### config.mk
export PLATFORM = sky130hd
export DESIGN_NAME = instr_fetch
export DESIGN_NICKNAME = d
export VERILOG_FILES = /design/src/arm_pkg.sv /design/src/instr_fetch.sv
export SDC_FILE = /design/constraint.sdc
export NUM_CORES = 1
export LEC_CHECK = 0
export BUFFER_PORTS_ARGS = -buffer_cell sky130_fd_sc_hd__buf_4
export CAP_MARGIN = 15
export CORE_UTILIZATION = 35
export CTS_BUF_LIST = sky130_fd_sc_hd__clkbuf_4 sky130_fd_sc_hd__clkbuf_8 sky130_fd_sc_hd__clkbuf_16
export DETAILED_ROUTE_END_ITERATION = 12
export GPL_ROUTABILITY_DRIVEN = 0
export MAX_ROUTING_LAYER = met4
export PLACE_DENSITY = 0.85
export SLEW_MARGIN = 5
export SYNTH_ARGS = -nofsm -noshare
export SYNTH_HDL_FRONTEND = slang
export SYNTH_SLANG_ARGS = --single-unit
### constraint.sdc
create_clock -name clock -period 2.05 [get_ports clock]
set_input_delay 0.1025 -clock clock [delete_from_list [all_inputs] [get_ports clock]]
set_output_delay 0.1025 -clock clock [all_outputs]
set_load 0.02 [all_outputs]
### src/arm_pkg.sv
// Shared constants and instruction format; unknown opcodes execute as NOP, no branch encodings
package arm_pkg;

   // Datapath and memory geometry
   localparam int data_w      = 64;
   localparam int instr_w     = 32;
   localparam int reg_addr_w  = 4;
   localparam int num_regs    = 16;
   localparam int imem_depth  = 512;
   localparam int imem_addr_w = 9;
   localparam int dmem_depth  = 256;
   localparam int dmem_addr_w = 8;
   localparam int opcode_w    = 8;
   localparam int imm_w       = 12;

   // Opcode field values
   localparam logic [opcode_w-1:0] op_nop  = 8'h00;
   localparam logic [opcode_w-1:0] op_add  = 8'h01;
   localparam logic [opcode_w-1:0] op_sub  = 8'h02;
   localparam logic [opcode_w-1:0] op_and  = 8'h03;
   localparam logic [opcode_w-1:0] op_orr  = 8'h04;
   localparam logic [opcode_w-1:0] op_addi = 8'h05;
   localparam logic [opcode_w-1:0] op_ldr  = 8'h06;
   localparam logic [opcode_w-1:0] op_str  = 8'h07;

   // ALU operations, decode to execute
   localparam logic [1:0] alu_add = 2'd0;
   localparam logic [1:0] alu_sub = 2'd1;
   localparam logic [1:0] alu_and = 2'd2;
   localparam logic [1:0] alu_orr = 2'd3;

   // One instruction word, seen as register form or immediate form
   typedef union packed {
      struct packed {
         logic [3:0]            unused_hi;
         logic [opcode_w-1:0]   opcode;
         logic [reg_addr_w-1:0] rn;
         logic [reg_addr_w-1:0] rd;
         logic [7:0]            unused_lo;
         logic [reg_addr_w-1:0] rm;
      } r;
      struct packed {
         logic [3:0]            unused_hi;
         logic [opcode_w-1:0]   opcode;
         logic [reg_addr_w-1:0] rn;
         logic [reg_addr_w-1:0] rd;
         logic [imm_w-1:0]      imm;
      } i;
   } instr_u;

endpackage

### src/instr_fetch.sv
// PC counts words from zero; no branches, and fetch idles at PC 0 while cpu_run_i is low
module instr_fetch
(
   input  logic                          clock,
   input  logic                          reset,
   input  logic                          cpu_run_i,
   input  logic                          fetch_grant_i,
   input  logic [arm_pkg::instr_w-1:0]   fetch_instr_i,
   output logic                          fetch_req_o,
   output logic [arm_pkg::imem_addr_w-1:0] fetch_addr_o,
   output logic                          ifid_valid_o,
   output arm_pkg::instr_u               ifid_instr_o
);
   import arm_pkg::*;

   logic [imem_addr_w-1:0] pc_q;
   logic                   valid_q;

   assign fetch_req_o  = cpu_run_i;
   assign fetch_addr_o = pc_q;

   always_ff @(posedge clock)
   begin
      if (reset || !cpu_run_i)
      begin
         pc_q    <= '0;
         valid_q <= 1'b0;
      end
      else
      begin
         // Instruction returns next cycle from the synchronous read
         valid_q <= fetch_grant_i;
         if (fetch_grant_i)
         begin
            pc_q <= pc_q + 1'b1;
         end
      end
   end

   assign ifid_valid_o = valid_q;

   // Bubble when the slot carries no fetched word
   assign ifid_instr_o = valid_q ? fetch_instr_i : {4'h0, op_nop, 20'h0};

   // A denied fetch must replay the same address
   assert property (@(posedge clock) disable iff (reset)
      cpu_run_i && !fetch_grant_i |=> pc_q == $past(pc_q))
      else $error("PC moved without a fetch grant");

endmodule

* After elaboration in Yosys (flattened, before gate mapping) *
Cells that the tools add are included.

storage, ports and cells
  flip-flop bits (word level) = 10
  latch bits = 0
  bits in writable memories = 0
  ROM bits = 0
  input port bits = 36
  memories kept = 0

cells by class
  add/subtract/negate cells = 1
  $mul = 0
  divide/modulo/power cells = 0
  order comparisons = 0
  equality and inequality tests = 0
  shift-type cells = 0
  muxes and demuxes = 1
  bitwise operators = 0
  reduce and logical (&&, ||, !) cells = 2

operators with widths
  kind                 number
  $mux 32              1
  $add 9x1->9 const B  1
  $logic_not 1->1      1
  $logic_or 1x1->1     1

* Longest topological paths before layout *
  word-level depth = 2
  depth in mapped cells = 4

* Worst setup path after synthesis *
OpenSTA, ideal clock, no wires.

  kind = register -> register
  from = register pc_q[0], in the netlist fetch_addr_o[0]
  to = register pc_q[8], in the netlist fetch_addr_o[8]
  arrival = 1.326 ns
  required time = 1.991 ns
  slack = 0.665 ns
  cell stages (with the launch flop) = 5
  clock period less this slack = 1.385 ns
  path through = dfxtp_1 > ha_1 > nand4_1 > or4_1 > nand2_1

on the way
  longest elaborated chain between the ends = 1

ends and longest elaborated chain
  what                      RTL line           text
  start: declaration        instr_fetch.sv:16  logic [imem_addr_w-1:0] pc_q;
  start signal: assignment  instr_fetch.sv:35  pc_q <= pc_q + 1'b1;
  $add 9x1->9               instr_fetch.sv:35

No other way between the ends.
A chain may end at the register's enable or synchronous reset.

==> results.json <==
{
  "async_flop_share_pct": 0,
  "relSlewSlack_pct": 55.52,
  "synth_cell_type_count": 20,
  "cts_buffers": 3,
  "cts_tree": "built",
  "dp_hpwl_mm": 1.834,
  "fin_crit_sh_pct": 73.18,
  "synthesis.area_um2": 661.9,
  "cts_num_sinks": 10,
  "crit_type": "reg2out",
  "core_area_um2": 1745,
  "drv_slew": 0,
  "hold_buffers": 0,
  "io_pins": 79,
  "drv_cap": 0,
  "floorplan.initialDensity_pct": 37.92,
  "worst-r2r-setup-slack_ns": 0.71,
  "io_buffers": 78,
  "routed_wl_mm": 2.181,
  "synth.most_common_cell": "and2_1",
  "synth-edff-count": 0,
  "setup_viol": 0,
  "die_w_um": 45.49,
  "synth_nets": 119,
  "fillers": 156,
  "synthTopCellsByCount": "and2_1 (33), dfxtp_1 (10), nand2_1 (5), nor2_1 (5), nand4_1 (4)",
  "fin_setup_tns_ns": 0,
  "cp-end-kind": "primary output",
  "num_rows": 15,
  "yosys-top-cells-area": "and2_1 (31%), dfxtp_1 (30%), xor2_1 (4.0%)",
  "worstMarginPinSlew_ns": 0.6663,
  "arrival_ns": 1.40,
  "grt_pass1_vias": 682,
  "route.antenna.remaining_nets": 0,
  "grt-ovfl-total": 0,
  "grt_pass1_wl_mm": 2.946,
  "synth-seq-cells": 10,
  "yosysWarningCount": 0,
  "htreeDepth": 1,
  "multi_input_area_um2": 424.2,
  "cts_resized": 0,
  "p_leak_nw": 0.6613,
  "first_pass_iters": 4,
  "fmax_mhz": 666.6,
  "seq_area_frac_synth_pct": 30.25,
  "syn_avg_cell_area_um2": 8.072,
  "finalClockSkew_ns": 0.003866,
  "p_per_area_nw_per_um2": 364.1,
  "period_minus_slack_ns": 1.500,
  "cp_max_fo": 33,
  "synth_top_area_share_pct": 31.19,
  "antenna_found_initial": 0,
  "n_antenna_cell": 0,
  "cp-start-kind": "flip-flop",
  "drive_gt1_share_pct": 52.23,
  "drc_errors": 0,
  "netlist_instances": 82,
  "seq_area_um2": 200.2,
  "nets": 196,
  "ys_dominant_reg_cell": "dfxtp_1",
  "synth.largest_area_cell": "and2_1",
  "rsz0062_at_grt": "no",
  "finalPower_mw": 0.4601,
  "status": "finished clean",
  "path_clk_slew_ns": 0.06,
  "required_ns": 1.95,
  "worst_hold_path_type": "in2reg",
  "die_height_um": 45.49,
  "drt_iter0_drc": 2,
  "clk-insertion-delay-late_ns": 0.26,
  "grt_usage_pct": 20.10,
  "post-cts-setup-buffers": 0,
  "vias_per_cell": 4.588,
  "final-hold-violation-count": 0,
  "clock-root-buffer": "clkbuf_4",
  "grt_max_degree": 34,
  "routedWlPerCell_um": 11.98,
  "clock_path_buffers": 2,
  "vdd_drop_max_uv": 425.0,
  "via_count": 835,
  "syn_to_final_growth_pct": 90.93,
  "die-area_um2": 2069
}
-- where the power goes --
part	switching, mW	total (mW)	internal [mW]
registers	0.00674	0.203	0.196
logic	0.0515	0.129	0.0771
clock network	0.0608	0.128	0.0675
-- routing by layer --
layer  global-route usage [%]  wire length (um)  part of all wire, %
met2                    37.71              1154                   53
met5                        -                 0                    0
met1                    20.62               804                   37
met4                    7.879                 0                    0
met3                    2.778               222                   10
-- metrics by stage --
step / hold slack [ns] / instances / cell area (um^2) / utilization, % / worst slack, ns
floorplan: 0.3176 / 82 / 661.9 / - / 0.6648
global placement: 0.3921 / 179 / 1241 / 71.11 / 0.7819
detailed placement: 0.3969 / 179 / 1241 / 71.11 / 0.7214
CTS: 0.1208 / 182 / 1264 / 72.40 / 0.5035
global route: 0.1304 / 182 / 1264 / 72.40 / 0.3864
finish: 0.1311 / 182 / 1264 / 72.40 / 0.5498
-- placed cells by master, fill, tap and decap left out, drive strengths merged, types with 2 or more instances in the layout --
cell type	Yosys	routed
nand2	5	5
and2	33	33
buf	3	78
o211ai	2	2
dfxtp	10	10
nor2	5	5
nand4	5	5
clkbuf	3	3
or3	2	2
xor2	3	3
a21oi	2	2
o21ai	2	2
or4	2	2
-- registers in the layout, summed over array words and instances, names as in the netlist --
register,flops
fetch_addr_o,9
ifid_valid_o,1
-- worst paths after layout --
check,from,endpoint,cells after the start
setup / recovery,ifid_valid_o,ifid_instr_o[18],2
hold / removal,fetch_grant_i,ifid_valid_o,2
setup reg to reg,fetch_addr_o[0],fetch_addr_o[8],4
hold reg to reg,fetch_addr_o[8],fetch_addr_o[8],2
-- cell type report --
cell class	instances	area share (%)
flip-flops and latches	10	15.84
well taps	25	2.475
clock buffers	3	1.782
repair buffers	78	46.34
multi-input cells	66	33.56
-- worst max-delay path: stages (launching register included) --
cell	delay [ns]
dfxtp_1	0.75
and2_1	0.24
buf_4	0.15
-- cells by family (layout without fill, tap and decap cells) --
group                    after synthesis  after routing  synth area share, %
adder cells (fa/ha/maj)                1              1                1.890
AO/OA/AOI/OAI                          6              6                5.292
multiplexers                           1              1                1.512
buffers and inverters                  6             81                5.670
flip-flops                            10             10                30.25
XOR/XNOR                               4              4                5.294
AND/OR/NAND/NOR                       54             54                50.09
Power figures use the tool's default switching activity.
