==> config.mk <==
export PLATFORM = sky130hd
export DESIGN_NAME = writeback_stage
export DESIGN_NICKNAME = d
export VERILOG_FILES = /design/src/arm_pkg.sv /design/src/writeback_stage.sv
export SDC_FILE = /design/constraint.sdc
export NUM_CORES = 1
export LEC_CHECK = 0
export BUFFER_PORTS_ARGS = -buffer_cell sky130_fd_sc_hd__buf_2
export CAP_MARGIN = 5
export CORE_UTILIZATION = 25
export CTS_CLUSTER_SIZE = 25
export DETAILED_ROUTE_END_ITERATION = 7
export GPL_TIMING_DRIVEN = 0
export PLACE_DENSITY = 0.67
export REMOVE_ABC_BUFFERS = 1
export SKIP_CTS_REPAIR_TIMING = 1
export SYNTH_ARGS = -nofsm -noshare
export SYNTH_HDL_FRONTEND = slang
export SYNTH_SLANG_ARGS = --single-unit
==> constraint.sdc <==
create_clock -name clock -period 2.55 [get_ports clock]
set_input_delay 0.255 -clock clock [delete_from_list [all_inputs] [get_ports clock]]
set_output_delay 0.255 -clock clock [all_outputs]
set_load 0.05 [all_outputs]
==> src/arm_pkg.sv <==
// Shared constants and instruction format; unknown opcodes execute as NOP, no branch encodings
package arm_pkg;

   // Datapath and memory geometry
   localparam int data_w      = 64;
   localparam int instr_w     = 32;
   localparam int reg_addr_w  = 4;
   localparam int num_regs    = 16;
   localparam int imem_depth  = 512;
   localparam int imem_addr_w = 9;
   localparam int dmem_depth  = 256;
   localparam int dmem_addr_w = 8;
   localparam int opcode_w    = 8;
   localparam int imm_w       = 12;

   // Opcode field values
   localparam logic [opcode_w-1:0] op_nop  = 8'h00;
   localparam logic [opcode_w-1:0] op_add  = 8'h01;
   localparam logic [opcode_w-1:0] op_sub  = 8'h02;
   localparam logic [opcode_w-1:0] op_and  = 8'h03;
   localparam logic [opcode_w-1:0] op_orr  = 8'h04;
   localparam logic [opcode_w-1:0] op_addi = 8'h05;
   localparam logic [opcode_w-1:0] op_ldr  = 8'h06;
   localparam logic [opcode_w-1:0] op_str  = 8'h07;

   // ALU operations, decode to execute
   localparam logic [1:0] alu_add = 2'd0;
   localparam logic [1:0] alu_sub = 2'd1;
   localparam logic [1:0] alu_and = 2'd2;
   localparam logic [1:0] alu_orr = 2'd3;

   // One instruction word, seen as register form or immediate form
   typedef union packed {
      struct packed {
         logic [3:0]            unused_hi;
         logic [opcode_w-1:0]   opcode;
         logic [reg_addr_w-1:0] rn;
         logic [reg_addr_w-1:0] rd;
         logic [7:0]            unused_lo;
         logic [reg_addr_w-1:0] rm;
      } r;
      struct packed {
         logic [3:0]            unused_hi;
         logic [opcode_w-1:0]   opcode;
         logic [reg_addr_w-1:0] rn;
         logic [reg_addr_w-1:0] rd;
         logic [imm_w-1:0]      imm;
      } i;
   } instr_u;

endpackage

==> src/writeback_stage.sv <==
// Load data arrives unregistered from the data array in the writeback cycle
module writeback_stage
(
   input  logic                           clock,
   input  logic                           reset,
   input  logic [arm_pkg::data_w-1:0]     exmem_alu_i,
   input  logic                           exmem_reg_we_i,
   input  logic                           exmem_mem2reg_i,
   input  logic [arm_pkg::reg_addr_w-1:0] exmem_rd_i,
   input  logic [arm_pkg::data_w-1:0]     mem_rdata_i,
   output logic                           wb_we_o,
   output logic [arm_pkg::reg_addr_w-1:0] wb_rd_o,
   output logic [arm_pkg::data_w-1:0]     wb_data_o
);
   import arm_pkg::*;

   logic [data_w-1:0] alu_q;
   logic              mem2reg_q;

   // MEM/WB register
   always_ff @(posedge clock)
   begin
      if (reset)
      begin
         wb_we_o   <= 1'b0;
         mem2reg_q <= 1'b0;
      end
      else
      begin
         wb_we_o   <= exmem_reg_we_i;
         mem2reg_q <= exmem_mem2reg_i;
      end
      alu_q   <= exmem_alu_i;
      wb_rd_o <= exmem_rd_i;
   end

   assign wb_data_o = mem2reg_q ? mem_rdata_i : alu_q;

endmodule
### Word level (Yosys, flattened, before mapping)

Index checks and enable logic that the tools add are counted.

* input bits: 136
* register bits: 70
* word-level logic and storage cells: 5
* output and inout bits: 69

* mux-type cells: 1

Operators with widths (number)
* two-way mux 64 bit: 1

### Longest topological paths before layout

* depth after elaboration: 1
* gate-level depth with buffers: 3
* mapped depth without buffers: 1

### Worst setup path after synthesis

No wires, ideal clock.

* path kind: flip-flop to output port
* start point: register mem2reg_q
* end point: output port wb_data_o[10] (netlist name)
* setup slack: 1276 ps
* required time: 2295 ps
* path buffers: 2
* stages on the path, launching flop included: 4
* arrival: 1019 ps
* cells stage by stage: dfxtp_1 buf_6 buf_12 mux2_4

* longest elaborated chain between the ends: 1

RTL lines
* start, declared: RTL line writeback_stage.sv:18 `logic mem2reg_q;`
* start signal, assigned: RTL line writeback_stage.sv:31 `mem2reg_q <= exmem_mem2reg_i;`
* two-way mux 64 bit: RTL line writeback_stage.sv:37 `assign wb_data_o = mem2reg_q ? mem_rdata_i : alu_q;`
* end, declared: RTL line writeback_stage.sv:13 `output logic [arm_pkg::data_w-1:0] wb_data_o`

Every way passes these cells.

### Final worst setup path

* start point: register mem2reg_q
* end point: output port wb_data_o[43] (netlist name)

Same word-level chain as after synthesis.

==> flow_summary_export.csv <==
group,metric,value,unit
status,outcome,"finished, final reports clean",
cells_and_area,fin_area,4090,um^2
floorplan,rows,36,
drt,drt_first_pass_iters,6,
grt,grt.overflow.total,0,
drt,dr.first_iter.drc_count,20,
power,power.switching,799,uW
placed_design,detailedPlacementHpwl,4530,um
clock_network,cts.sink_count,70,
sta,finalHoldViolCount,0,
sta,grt_setup_unrepaired,"no",
sta,finalMaxSlewViolations,0,
placed_design,portbufs,204,
sta,slew_headroom,61.7,%
cells_and_area,synthToLayoutAreaGrowth,64.0,%
clock_network,cts-root-to-sink-buffers,2,
drt,postRouteWirelength,6120,um
drt,detail_route.drc_violations,0,
floorplan,horiz_die_dim,102,um
power,comb_power_share,25.9,%
drt,avgViaCountPerCell,3.87,
worst_setup_path,path_max_fanout,33,
worst_setup_path,worstSetupStartpointType,"register",
synth,synthesis.area,2490,um^2
clock_network,cts_tree,"built",
min_path,hold_path.class,"in -> reg",
placed_design,routabilityCongestion,0.678,
synth,post_synth_inst_count,143,
min_path,holdCritStartpoint,"exmem_rd_i[1]",
floorplan,core_area,9730,um^2
clock_network,deepest_level_of_the_cts_h_tree,3,
floorplan,floorplan.die.height,102,um
clock_network,cts-buffers-inserted,9,
clock_network,cts.root.buffer_cell,"clkbuf_8",
worst_setup_path,cp-end-kind,"output pin",
synth,synth.lib_cells_used.distinct,6,
power,p_int,1830,uW
power,p_total,2620,uW
worst_setup_path,start_point_of_the_critical_path,"mem2reg_q",
grt,grt.total_usage,9.95,%
power,vdd.ir_drop.worst,281,uV
sta,crit_share_post_route,86.4,%
power,share_clk_of_total_power,29.2,%
placed_design,place_area,3570,um^2
power,p_leak,0.00211,uW
synth,synth_top_area_share,56.3,%
sta,finalWorstSetupSlack,0.347,ns
synth,syn-mean-instance-area,17.4,um^2
synth,postSynthRegisterBits,70,
sta,timing_worst_slew_pin_value,0.575,ns
synth,post_synth_top_area_cell,"dfxtp_1",
sta,fmax,454,MHz
job,drv.max_cap_violation_count,0,
worst_setup_path,critPathRequiredTime,2.30,ns
clock_network,clkSlewWorstSetupHoldPaths,0.07,ns
drt,detail_route.wl_per_cell,11.7,um
synth,yosys_warnings,0,
sta,timing.final.setup_violations,0,
floorplan,floorplan.io_pins,205,
floorplan,floorplan.initialDensity,25.6,%
grt,antenna_violations_before_repair,1,
cells_and_area,utilization,42.0,%
cells_and_area,layout.cells.non_filler,523,
drt,drtAntennaViolNets,0,
power,power-per-cell-area,642,nW/um^2
min_path,hold_depth,1,
drt,route.vias.total,2026,
power,flop_pwr_share,45.0,%
floorplan,die_area,10400,um^2
cells_and_area,fillCellCount,930,
cells_and_area,antennaDiodeCount,0,
grt,wire_length_of_the_first_global_routing_pass,7580,um
worst_setup_path,worstPathArrival,1.95,ns
grt,grt_start_max_net_pins,34,
synth,netlist_top_cells_area,"dfxtp_1 (56%), mux2_4 (36%), buf_12 (4.8%)",
placed_design,preCtsSetupSlack,0.674,ns
sta,fin_crit,2.20,ns
power,p_sw_share,30.5,%
worst_setup_path,worst_path_class_setup,"reg -> out",
synth,seq_area_frac_synth,56.3,%
cells_and_area,nets,523,
cells_and_area,share_of_cells_above_drive_strength_1,72.6,%
grt,first_global_vias,1675,
placed_design,dp.cells,474,
path summary, 6_finish.rpt:
path	to	slack (ns)
worst min-delay path	wb_rd_o[1]	0.02
worst max-delay path	wb_data_o[43]	0.35
power groups by stage:
| stage | registers, uW | clock network (uW) | logic, uW |
|---|---|---|---|
| finish | 1180 | 765 | 679 |
| global route | 1190 | 862 | 711 |
| CTS | 1180 | 818 | 640 |
| detailed placement | 1210 | 0 | 639 |
| global placement | 1220 | 0 | 635 |
| floorplan | 1220 | 0 | 447 |
per-stage QoR:
step | hold slack (ns) | TNS [ns]
6_report | 0.0249 | 0
5_1_grt | -0.00586 | 0
4_1_cts | -0.0118 | 0
3_5_place_dp | 0.359 | 0
3_3_place_gp | 0.357 | -88.39
2_1_floorplan | 0.283 | -46.96
layout by cell type, fill, tap and decap left out, drive strengths merged:
| cell type | synthesis | routed |
|---|---|---|
| buf | 7 | 205 |
| dfxtp | 70 | 70 |
| mux2 | 64 | 64 |
| dlygate4sd3 | 0 | 35 |
| clkbuf | 0 | 12 |
| nor2b | 2 | 2 |
| clkinv | 0 | 2 |
registers in the layout, indices dropped and copies added, names as in the netlist:
signal and count:
mem2reg_q 1, wb_rd_o 4, alu_q 64, wb_we_o 1
cell type report:
cell class                      count  area (um^2)  area share [%]
Sequential cell                    70         1410            34.4
Multi-Input combinational cell     66          958            23.5
Clock inverter                      2         10.0           0.245
Tap cell                          133          166            4.07
Clock buffer                       12          155            3.80
Timing Repair Buffer              240         1390            34.0
cells by family (layout without fill, tap and decap cells):
| family | count (synthesis) | count (layout) | synth area share, % |
|---|---|---|---|
| buffers and inverters | 7 | 254 | 5.27 |
| AND/OR/NAND/NOR | 2 | 2 | 0.502 |
| flip-flops | 70 | 70 | 56.3 |
| multiplexers | 64 | 64 | 38.0 |
per-layer routing:
layer | vias up | track usage, % | wire length (um)
met3 | 9 | 5.88 | 571
met4 | 2 | 4.62 | 77
met5 | - | 0 | 17
li1 | 976 | - | -
met2 | 125 | 17.8 | 3280
met1 | 914 | 9.03 | 2180
worst max-delay path, cell delays in order (launching register included):
cell and delay (ns):
dfxtp_4 0.71, buf_12 0.32, mux2_4 0.34, buf_2 0.21
cell usage after synthesis:
master,number
buf_12,6
nor2b_1,2
dfxtp_1,70
mux2_4,60
buf_6,1
mux2_2,4
Note: power is estimated with default switching activity, not from simulation.
