File: src/arm_pkg.sv
// Shared constants and instruction format; unknown opcodes execute as NOP, no branch encodings
package arm_pkg;

   // Datapath and memory geometry
   localparam int data_w      = 64;
   localparam int instr_w     = 32;
   localparam int reg_addr_w  = 4;
   localparam int num_regs    = 16;
   localparam int imem_depth  = 512;
   localparam int imem_addr_w = 9;
   localparam int dmem_depth  = 256;
   localparam int dmem_addr_w = 8;
   localparam int opcode_w    = 8;
   localparam int imm_w       = 12;

   // Opcode field values
   localparam logic [opcode_w-1:0] op_nop  = 8'h00;
   localparam logic [opcode_w-1:0] op_add  = 8'h01;
   localparam logic [opcode_w-1:0] op_sub  = 8'h02;
   localparam logic [opcode_w-1:0] op_and  = 8'h03;
   localparam logic [opcode_w-1:0] op_orr  = 8'h04;
   localparam logic [opcode_w-1:0] op_addi = 8'h05;
   localparam logic [opcode_w-1:0] op_ldr  = 8'h06;
   localparam logic [opcode_w-1:0] op_str  = 8'h07;

   // ALU operations, decode to execute
   localparam logic [1:0] alu_add = 2'd0;
   localparam logic [1:0] alu_sub = 2'd1;
   localparam logic [1:0] alu_and = 2'd2;
   localparam logic [1:0] alu_orr = 2'd3;

   // One instruction word, seen as register form or immediate form
   typedef union packed {
      struct packed {
         logic [3:0]            unused_hi;
         logic [opcode_w-1:0]   opcode;
         logic [reg_addr_w-1:0] rn;
         logic [reg_addr_w-1:0] rd;
         logic [7:0]            unused_lo;
         logic [reg_addr_w-1:0] rm;
      } r;
      struct packed {
         logic [3:0]            unused_hi;
         logic [opcode_w-1:0]   opcode;
         logic [reg_addr_w-1:0] rn;
         logic [reg_addr_w-1:0] rd;
         logic [imm_w-1:0]      imm;
      } i;
   } instr_u;

endpackage

File: src/execute_stage.sv
// 64-bit ALU without flags; the data address is the low byte of the ALU result
module execute_stage
(
   input  logic                            clock,
   input  logic                            reset,
   input  logic [arm_pkg::data_w-1:0]      idex_a_i,
   input  logic [arm_pkg::data_w-1:0]      idex_b_i,
   input  logic [arm_pkg::data_w-1:0]      idex_imm_i,
   input  logic [1:0]                      idex_alu_op_i,
   input  logic                            idex_use_imm_i,
   input  logic                            idex_mem_rd_i,
   input  logic                            idex_mem_wr_i,
   input  logic                            idex_reg_we_i,
   input  logic [arm_pkg::reg_addr_w-1:0]  idex_rd_i,
   output logic                            mem_rd_o,
   output logic                            mem_wr_o,
   output logic [arm_pkg::dmem_addr_w-1:0] mem_addr_o,
   output logic [arm_pkg::data_w-1:0]      mem_wdata_o,
   output logic [arm_pkg::data_w-1:0]      exmem_alu_o,
   output logic                            exmem_reg_we_o,
   output logic                            exmem_mem2reg_o,
   output logic [arm_pkg::reg_addr_w-1:0]  exmem_rd_o
);
   import arm_pkg::*;

   logic [data_w-1:0] op_b;
   logic [data_w-1:0] alu_res;

   assign op_b = idex_use_imm_i ? idex_imm_i : idex_b_i;

   always_comb
   begin
      case (idex_alu_op_i)
         alu_sub: alu_res = idex_a_i - op_b;
         alu_and: alu_res = idex_a_i & op_b;
         alu_orr: alu_res = idex_a_i | op_b;
         default: alu_res = idex_a_i + op_b;
      endcase
   end

   // EX/MEM register
   always_ff @(posedge clock)
   begin
      if (reset)
      begin
         mem_rd_o        <= 1'b0;
         mem_wr_o        <= 1'b0;
         exmem_reg_we_o  <= 1'b0;
         exmem_mem2reg_o <= 1'b0;
      end
      else
      begin
         mem_rd_o        <= idex_mem_rd_i;
         mem_wr_o        <= idex_mem_wr_i;
         exmem_reg_we_o  <= idex_reg_we_i;
         // Only loads return memory data to the register file
         exmem_mem2reg_o <= idex_mem_rd_i;
      end
      exmem_alu_o <= alu_res;
      mem_wdata_o <= idex_b_i;
      exmem_rd_o  <= idex_rd_i;
   end

   assign mem_addr_o = exmem_alu_o[dmem_addr_w-1:0];

   // Decode never marks an instruction as both load and store
   assert property (@(posedge clock) disable iff (reset) !(mem_rd_o && mem_wr_o))
      else $error("Load and store issued together");

endmodule

File: config.mk
export PLATFORM = sky130hd
export DESIGN_NAME = execute_stage
export DESIGN_NICKNAME = d
export VERILOG_FILES = /design/src/arm_pkg.sv /design/src/execute_stage.sv
export SDC_FILE = /design/constraint.sdc
export NUM_CORES = 1
export LEC_CHECK = 0
export BUFFER_PORTS_ARGS = -buffer_cell sky130_fd_sc_hd__buf_2
export CAP_MARGIN = 40
export CORE_MARGIN = 8
export CORE_UTILIZATION = 52
export DETAILED_ROUTE_END_ITERATION = 10
export GPL_ROUTABILITY_DRIVEN = 0
export GPL_TIMING_DRIVEN = 0
export PLACE_DENSITY = 0.84
export SYNTH_ARGS = -nofsm -noshare
export SYNTH_HDL_FRONTEND = slang
export SYNTH_SLANG_ARGS = --single-unit
File: constraint.sdc
create_clock -name clock -period 8.7 [get_ports clock]
set_input_delay 0.435 -clock clock [delete_from_list [all_inputs] [get_ports clock]]
set_output_delay 0.435 -clock clock [all_outputs]
set_load 0.05 [all_outputs]
## Word-level counts from Yosys, hierarchy flattened

Cells that the tools add are included.

- Register bits after elaboration: 135
- Bits in latches: 0
- Memory bits (writable): 0
- ROM bits: 0
- Input port bits: 204
- Output and inout bits: 144
- Logic and storage cells: 15
- Memories kept: 0

- Add/subtract/negate cells: 2
- Multiply operators: 0
- Div/mod/pow operators: 0
- $lt $le $gt $ge: 0
- Eq/ne operators: 3
- Shifts and indexed selects: 0
- Muxes and demuxes: 2
- Bitwise operators: 2
- Reduce and logical (&&, ||, !) cells: 0

Operator list:

| cell | number |
|---|---|
| $pmux 64 s3 | 1 |
| $add 64x64->64 | 1 |
| $and 64x64->64 | 1 |
| $mux 64 | 1 |
| $or 64x64->64 | 1 |
| $sub 64x64->64 | 1 |
| $eq 2x2->1 const B | 2 |
| $eq 2x1->1 const B | 1 |

## Depth between registers and ports, before layout

- Depth in word-level cells: 3
- Mapped depth: 29
- Mapped depth without buffers: 22

## Least setup slack after synthesis

No wires, ideal clock.

- Path type: input port to flip-flop
- Start point: input idex_use_imm_i
- End point: register exmem_alu_o[63] in the netlist's numbering
- Library setup time: 0.122 ns
- Arrival time: 6.635 ns
- Required time: 8.578 ns
- Slack: 1.943 ns
- Cell stages on the path: 27
- Buffers on the path: 7
- Cell sequence: buf_6 -> buf_6 -> buf_2 -> buf_2 -> buf_1 -> clkbuf_1 -> mux2i_1 -> ha_1 -> o221ai_2 -> nor4_2 -> and4bb_1 -> or4b_4 -> nor4_4 -> nand3_1 -> nand2_1 -> xnor2_1 -> ha_1 -> clkbuf_1 -> and4_1 -> nand3_1 -> nor4_1 -> o211ai_1 -> a2111oi_0 -> o21ai_1 -> o211ai_2 -> nand3_1 -> a221o_1

- Word-level cells in the longest chain between the ends: 3
- Elaborated cells on any way between the ends: 6
- Those cells by class: 2 x add/sub; 2 x mux; 2 x bitwise

RTL lines:

| element | line | RTL |
|---|---|---|
| start, declared | execute_stage.sv:10 | `input logic idex_use_imm_i,` |
| $mux 64 (*) | execute_stage.sv:29 | `assign op_b = idex_use_imm_i ? idex_imm_i : idex_b_i;` |
| $add 64x64->64 (tied with other cells) | execute_stage.sv:37 | `default: alu_res = idex_a_i + op_b;` |
| $pmux 64 s3 (*) | execute_stage.sv:33 | `case (idex_alu_op_i)` |
| named net alu_res[63] | execute_stage.sv:27 | `logic [data_w-1:0] alu_res;` |
| end signal, assigned | execute_stage.sv:59 | `exmem_alu_o <= alu_res;` |
| end, declared | execute_stage.sv:19 | `output logic [arm_pkg::data_w-1:0] exmem_alu_o,` |

The timed path passes the listed nets; every way through them passes the cells marked *.
A chain may end at the register's enable or synchronous reset.

## Final worst setup path

Ends and elaborated chain as after synthesis.

==> results.toml <==
[outcome]
status = "complete, no violations"

[setup_path]
endpoint_kind = "flop"
cp.required_ns = 9.03
cp_max_fo = 19
cp-start-kind = "input port"
crit_type = "input port to flop"
worst_ep_arrival_time_ns = 8.76

[yosys]
yosysWarnings = 0
yosys-top-cells-area = "dfxtp_1 (25%), ha_1 (7.7%), xnor2_1 (6.7%)"
seq_area_frac_synth = 0.252
synth.top_cell.area_share = 0.252
synth_edf_count = 0
syn_inst = 1355
ys_types = 85
syn_area_um2 = 10700
syn_avg_cell_area_um2 = 7.91
ys_seq_elements = 135
synth_largest_area_cell = "dfxtp_1"
syn_nets = 1626
async_flop_share = 0
yosys_most_used_dff = "dfxtp_1"

[detailed_routing]
ant_nets = 0
drcViolationCount = 0
vias = 12507
drtPass1Iterations = 8
wl_per_cell_um = 22.6
routed_wl_um = 45500
drtIter0Drc = 1615
via_per_inst = 6.23

[pwr]
internal_power_uw = 1650
combPwrFrac = 0.461
total_power_uw = 2920
power_density_nw_per_um2 = 216
seq_power_share = 0.250
leakagePower_uw = 0.00642
swShare = 0.433
power_switching_uw = 1270
clkPwrFrac = 0.289
irDropWorstVdd_mv = 0.137

[global_routing]
grt_start_max_net_pins = 20
grt_usage = 0.337
grt_remaining_overflow = 0
antenna_found_initial = 3
grt_pass1_vias = 12371
grt_pass1_wl_um = 68100

[timing]
max_freq_mhz = 119
worst_pin_slew_ns = 1.04
setup_tns_ns = 0
hold_viol = 0
finalWorstSetupSlack_ns = 0.273
setup_violations = 0
drv_slew = 0
period_needed_ns = 8.43
max_slew_margin = 0.295
rsz0062_at_grt = "no"
period_share = 0.969

[place]
dpl.hpwl_um = 34800
dp_slack_ns = -0.773
portBuffers = 346
dp.cells = 1975
dpl-instance-area_um2 = 12800

[die]
start_util = 0.530
row_count = 52
die_h_um = 160
coreArea_um2 = 20200
die_w_um = 160
io_pins = 348
dieArea_um2 = 25500

[worst_hold_path]
hp-class = "input port to flop"

[cells_and_area]
drive_above_1_share = 0.257
fillers = 1681
stdcell_count = 2009
syn_to_final_growth_pct = 26.2
stdcell_area_um2 = 13500
final_nets = 1995

[clocking]
cts_max_level = 4
cts_num_sinks = 135
cts.clk_slew.worst_paths_ns = 0.06
clock_path_buffers = 2
clockRootBuffer = "clkbuf_16"
cts_buffers = 17
cts_tree = "built"

[run]
cap_viol_max_count = 0
-- stage by stage --
stage / utilization / hold WS [ns]
after global routing: 0.669 / 0.0843
after CTS: 0.667 / 0.0857
after global placement: 0.632 / 0.537
final: 0.669 / 0.0908
after detailed placement: 0.635 / 0.539
after floorplan: - / 0.463
-- metal layers --
metal  track usage  part of all wire  vias to the layer above
met5             0           0.00022                        -
met4         0.197             0.057                        2
met3         0.105              0.12                      210
met1         0.396              0.38                     5746
met2         0.535              0.44                      986
li1              -                 -                     5563
-- cells by family (layout without fill, tap and decap cells) --
group / Yosys count / count (layout) / synth area share
AOI/OAI and AO/OA: 371 / 371 / 0.218
xor gates and xnor gates: 121 / 121 / 0.0988
adders and majority gates: 108 / 108 / 0.117
buffers and inverters: 146 / 528 / 0.0588
DFF: 135 / 135 / 0.252
muxes: 79 / 79 / 0.0763
other: 0 / 2 / 0
and+or+nand+nor: 395 / 395 / 0.179
-- synth_stat cells, drive strengths merged, types with 12 or more instances --
cell type	instances
ha	66
dfxtp	135
nor3	41
mux2	22
nor2	113
a21o	45
a31oi	21
xnor2	82
nand2	126
clkbuf	49
o21bai	19
nand3	14
a21oi	130
buf	26
nand4	22
mux2i	57
xor2	39
maj3	41
inv	71
o21ai	78
nor4	12
-- worst max-delay path, stage by stage --
cell	delay [ns]
buf_2	0.12
buf_6	0.17
buf_6	0.19
buf_2	0.41
clkbuf_4	0.52
clkbuf_1	0.33
mux2i_1	0.38
ha_1	0.29
o221ai_2	0.16
nor4_2	0.39
and4bb_1	0.35
or4b_4	0.57
nor4_4	0.64
nand3_1	0.33
nand2_1	0.17
xnor2_1	0.09
ha_1	0.28
clkbuf_1	0.27
and4_1	0.26
nand3_1	0.11
nor4_1	0.55
o211ai_1	0.32
a2111oi_2	0.51
o21ai_1	0.28
o211ai_2	0.14
nand3_1	0.10
a221o_1	0.35
-- final cells by class --
cell class | instances | area [um2] | share of cell area
diodes | 2 | 5.00 | 0.000370
plain buffers | 74 | 363 | 0.0268
clock buffers | 19 | 453 | 0.0335
clock inverters | 13 | 216 | 0.0160
inverters | 71 | 267 | 0.0197
multi-input cells | 1074 | 7390 | 0.547
flip-flops and latches | 135 | 2700 | 0.200
well taps | 270 | 338 | 0.0250
repair buffers | 351 | 1790 | 0.132
-- power groups by stage --
stage / registers [uW] / clock network, uW / logic [uW]
finish: 731 / 844 / 1350
global route: 738 / 871 / 1420
CTS: 730 / 843 / 1320
detailed placement: 743 / 0 / 1300
global placement: 741 / 0 / 1280
floorplan: 1050 / 0 / 644
-- registers in the layout, indices dropped and copies added (netlist names) --
name / flops
exmem_alu_o: 64
mem_wdata_o: 64
exmem_rd_o: 4
exmem_mem2reg_o: 1
exmem_reg_we_o: 1
mem_wr_o: 1
-- timing repair --
action                     4_1_cts  5_1_grt
setup endpoints to repair        2        2
resized for setup                0        3
hold endpoints to repair         0        0
hold buffers                     0        0
cloned                           0        0
setup buffers                    0        0
-- layout by cell type, fill, tap and decap left out, drive strengths merged, types with 21 or more instances in the layout --
cell type	netlist	routed
a21oi	130	130
a31oi	21	21
xor2	39	39
inv	71	74
nand4	22	22
maj3	41	41
a21o	45	45
nand2	126	126
nor3	41	41
o21ai	78	78
dfxtp	135	135
xnor2	82	82
buf	26	375
ha	66	66
clkbuf	49	69
nor2	113	113
mux2	22	22
mux2i	57	57
-- final timing paths --
| path | startpoint | to | slack (ns) | depth (start not counted) |
|---|---|---|---|---|
| min | idex_rd_i[1] | exmem_rd_o[1]$_DFF_P_ | 0.09 | 1 |
| max | idex_use_imm_i | exmem_alu_o[63]$_DFF_P_ | 0.27 | 27 |
No activity file was read; power rests on OpenSTA's default activity.
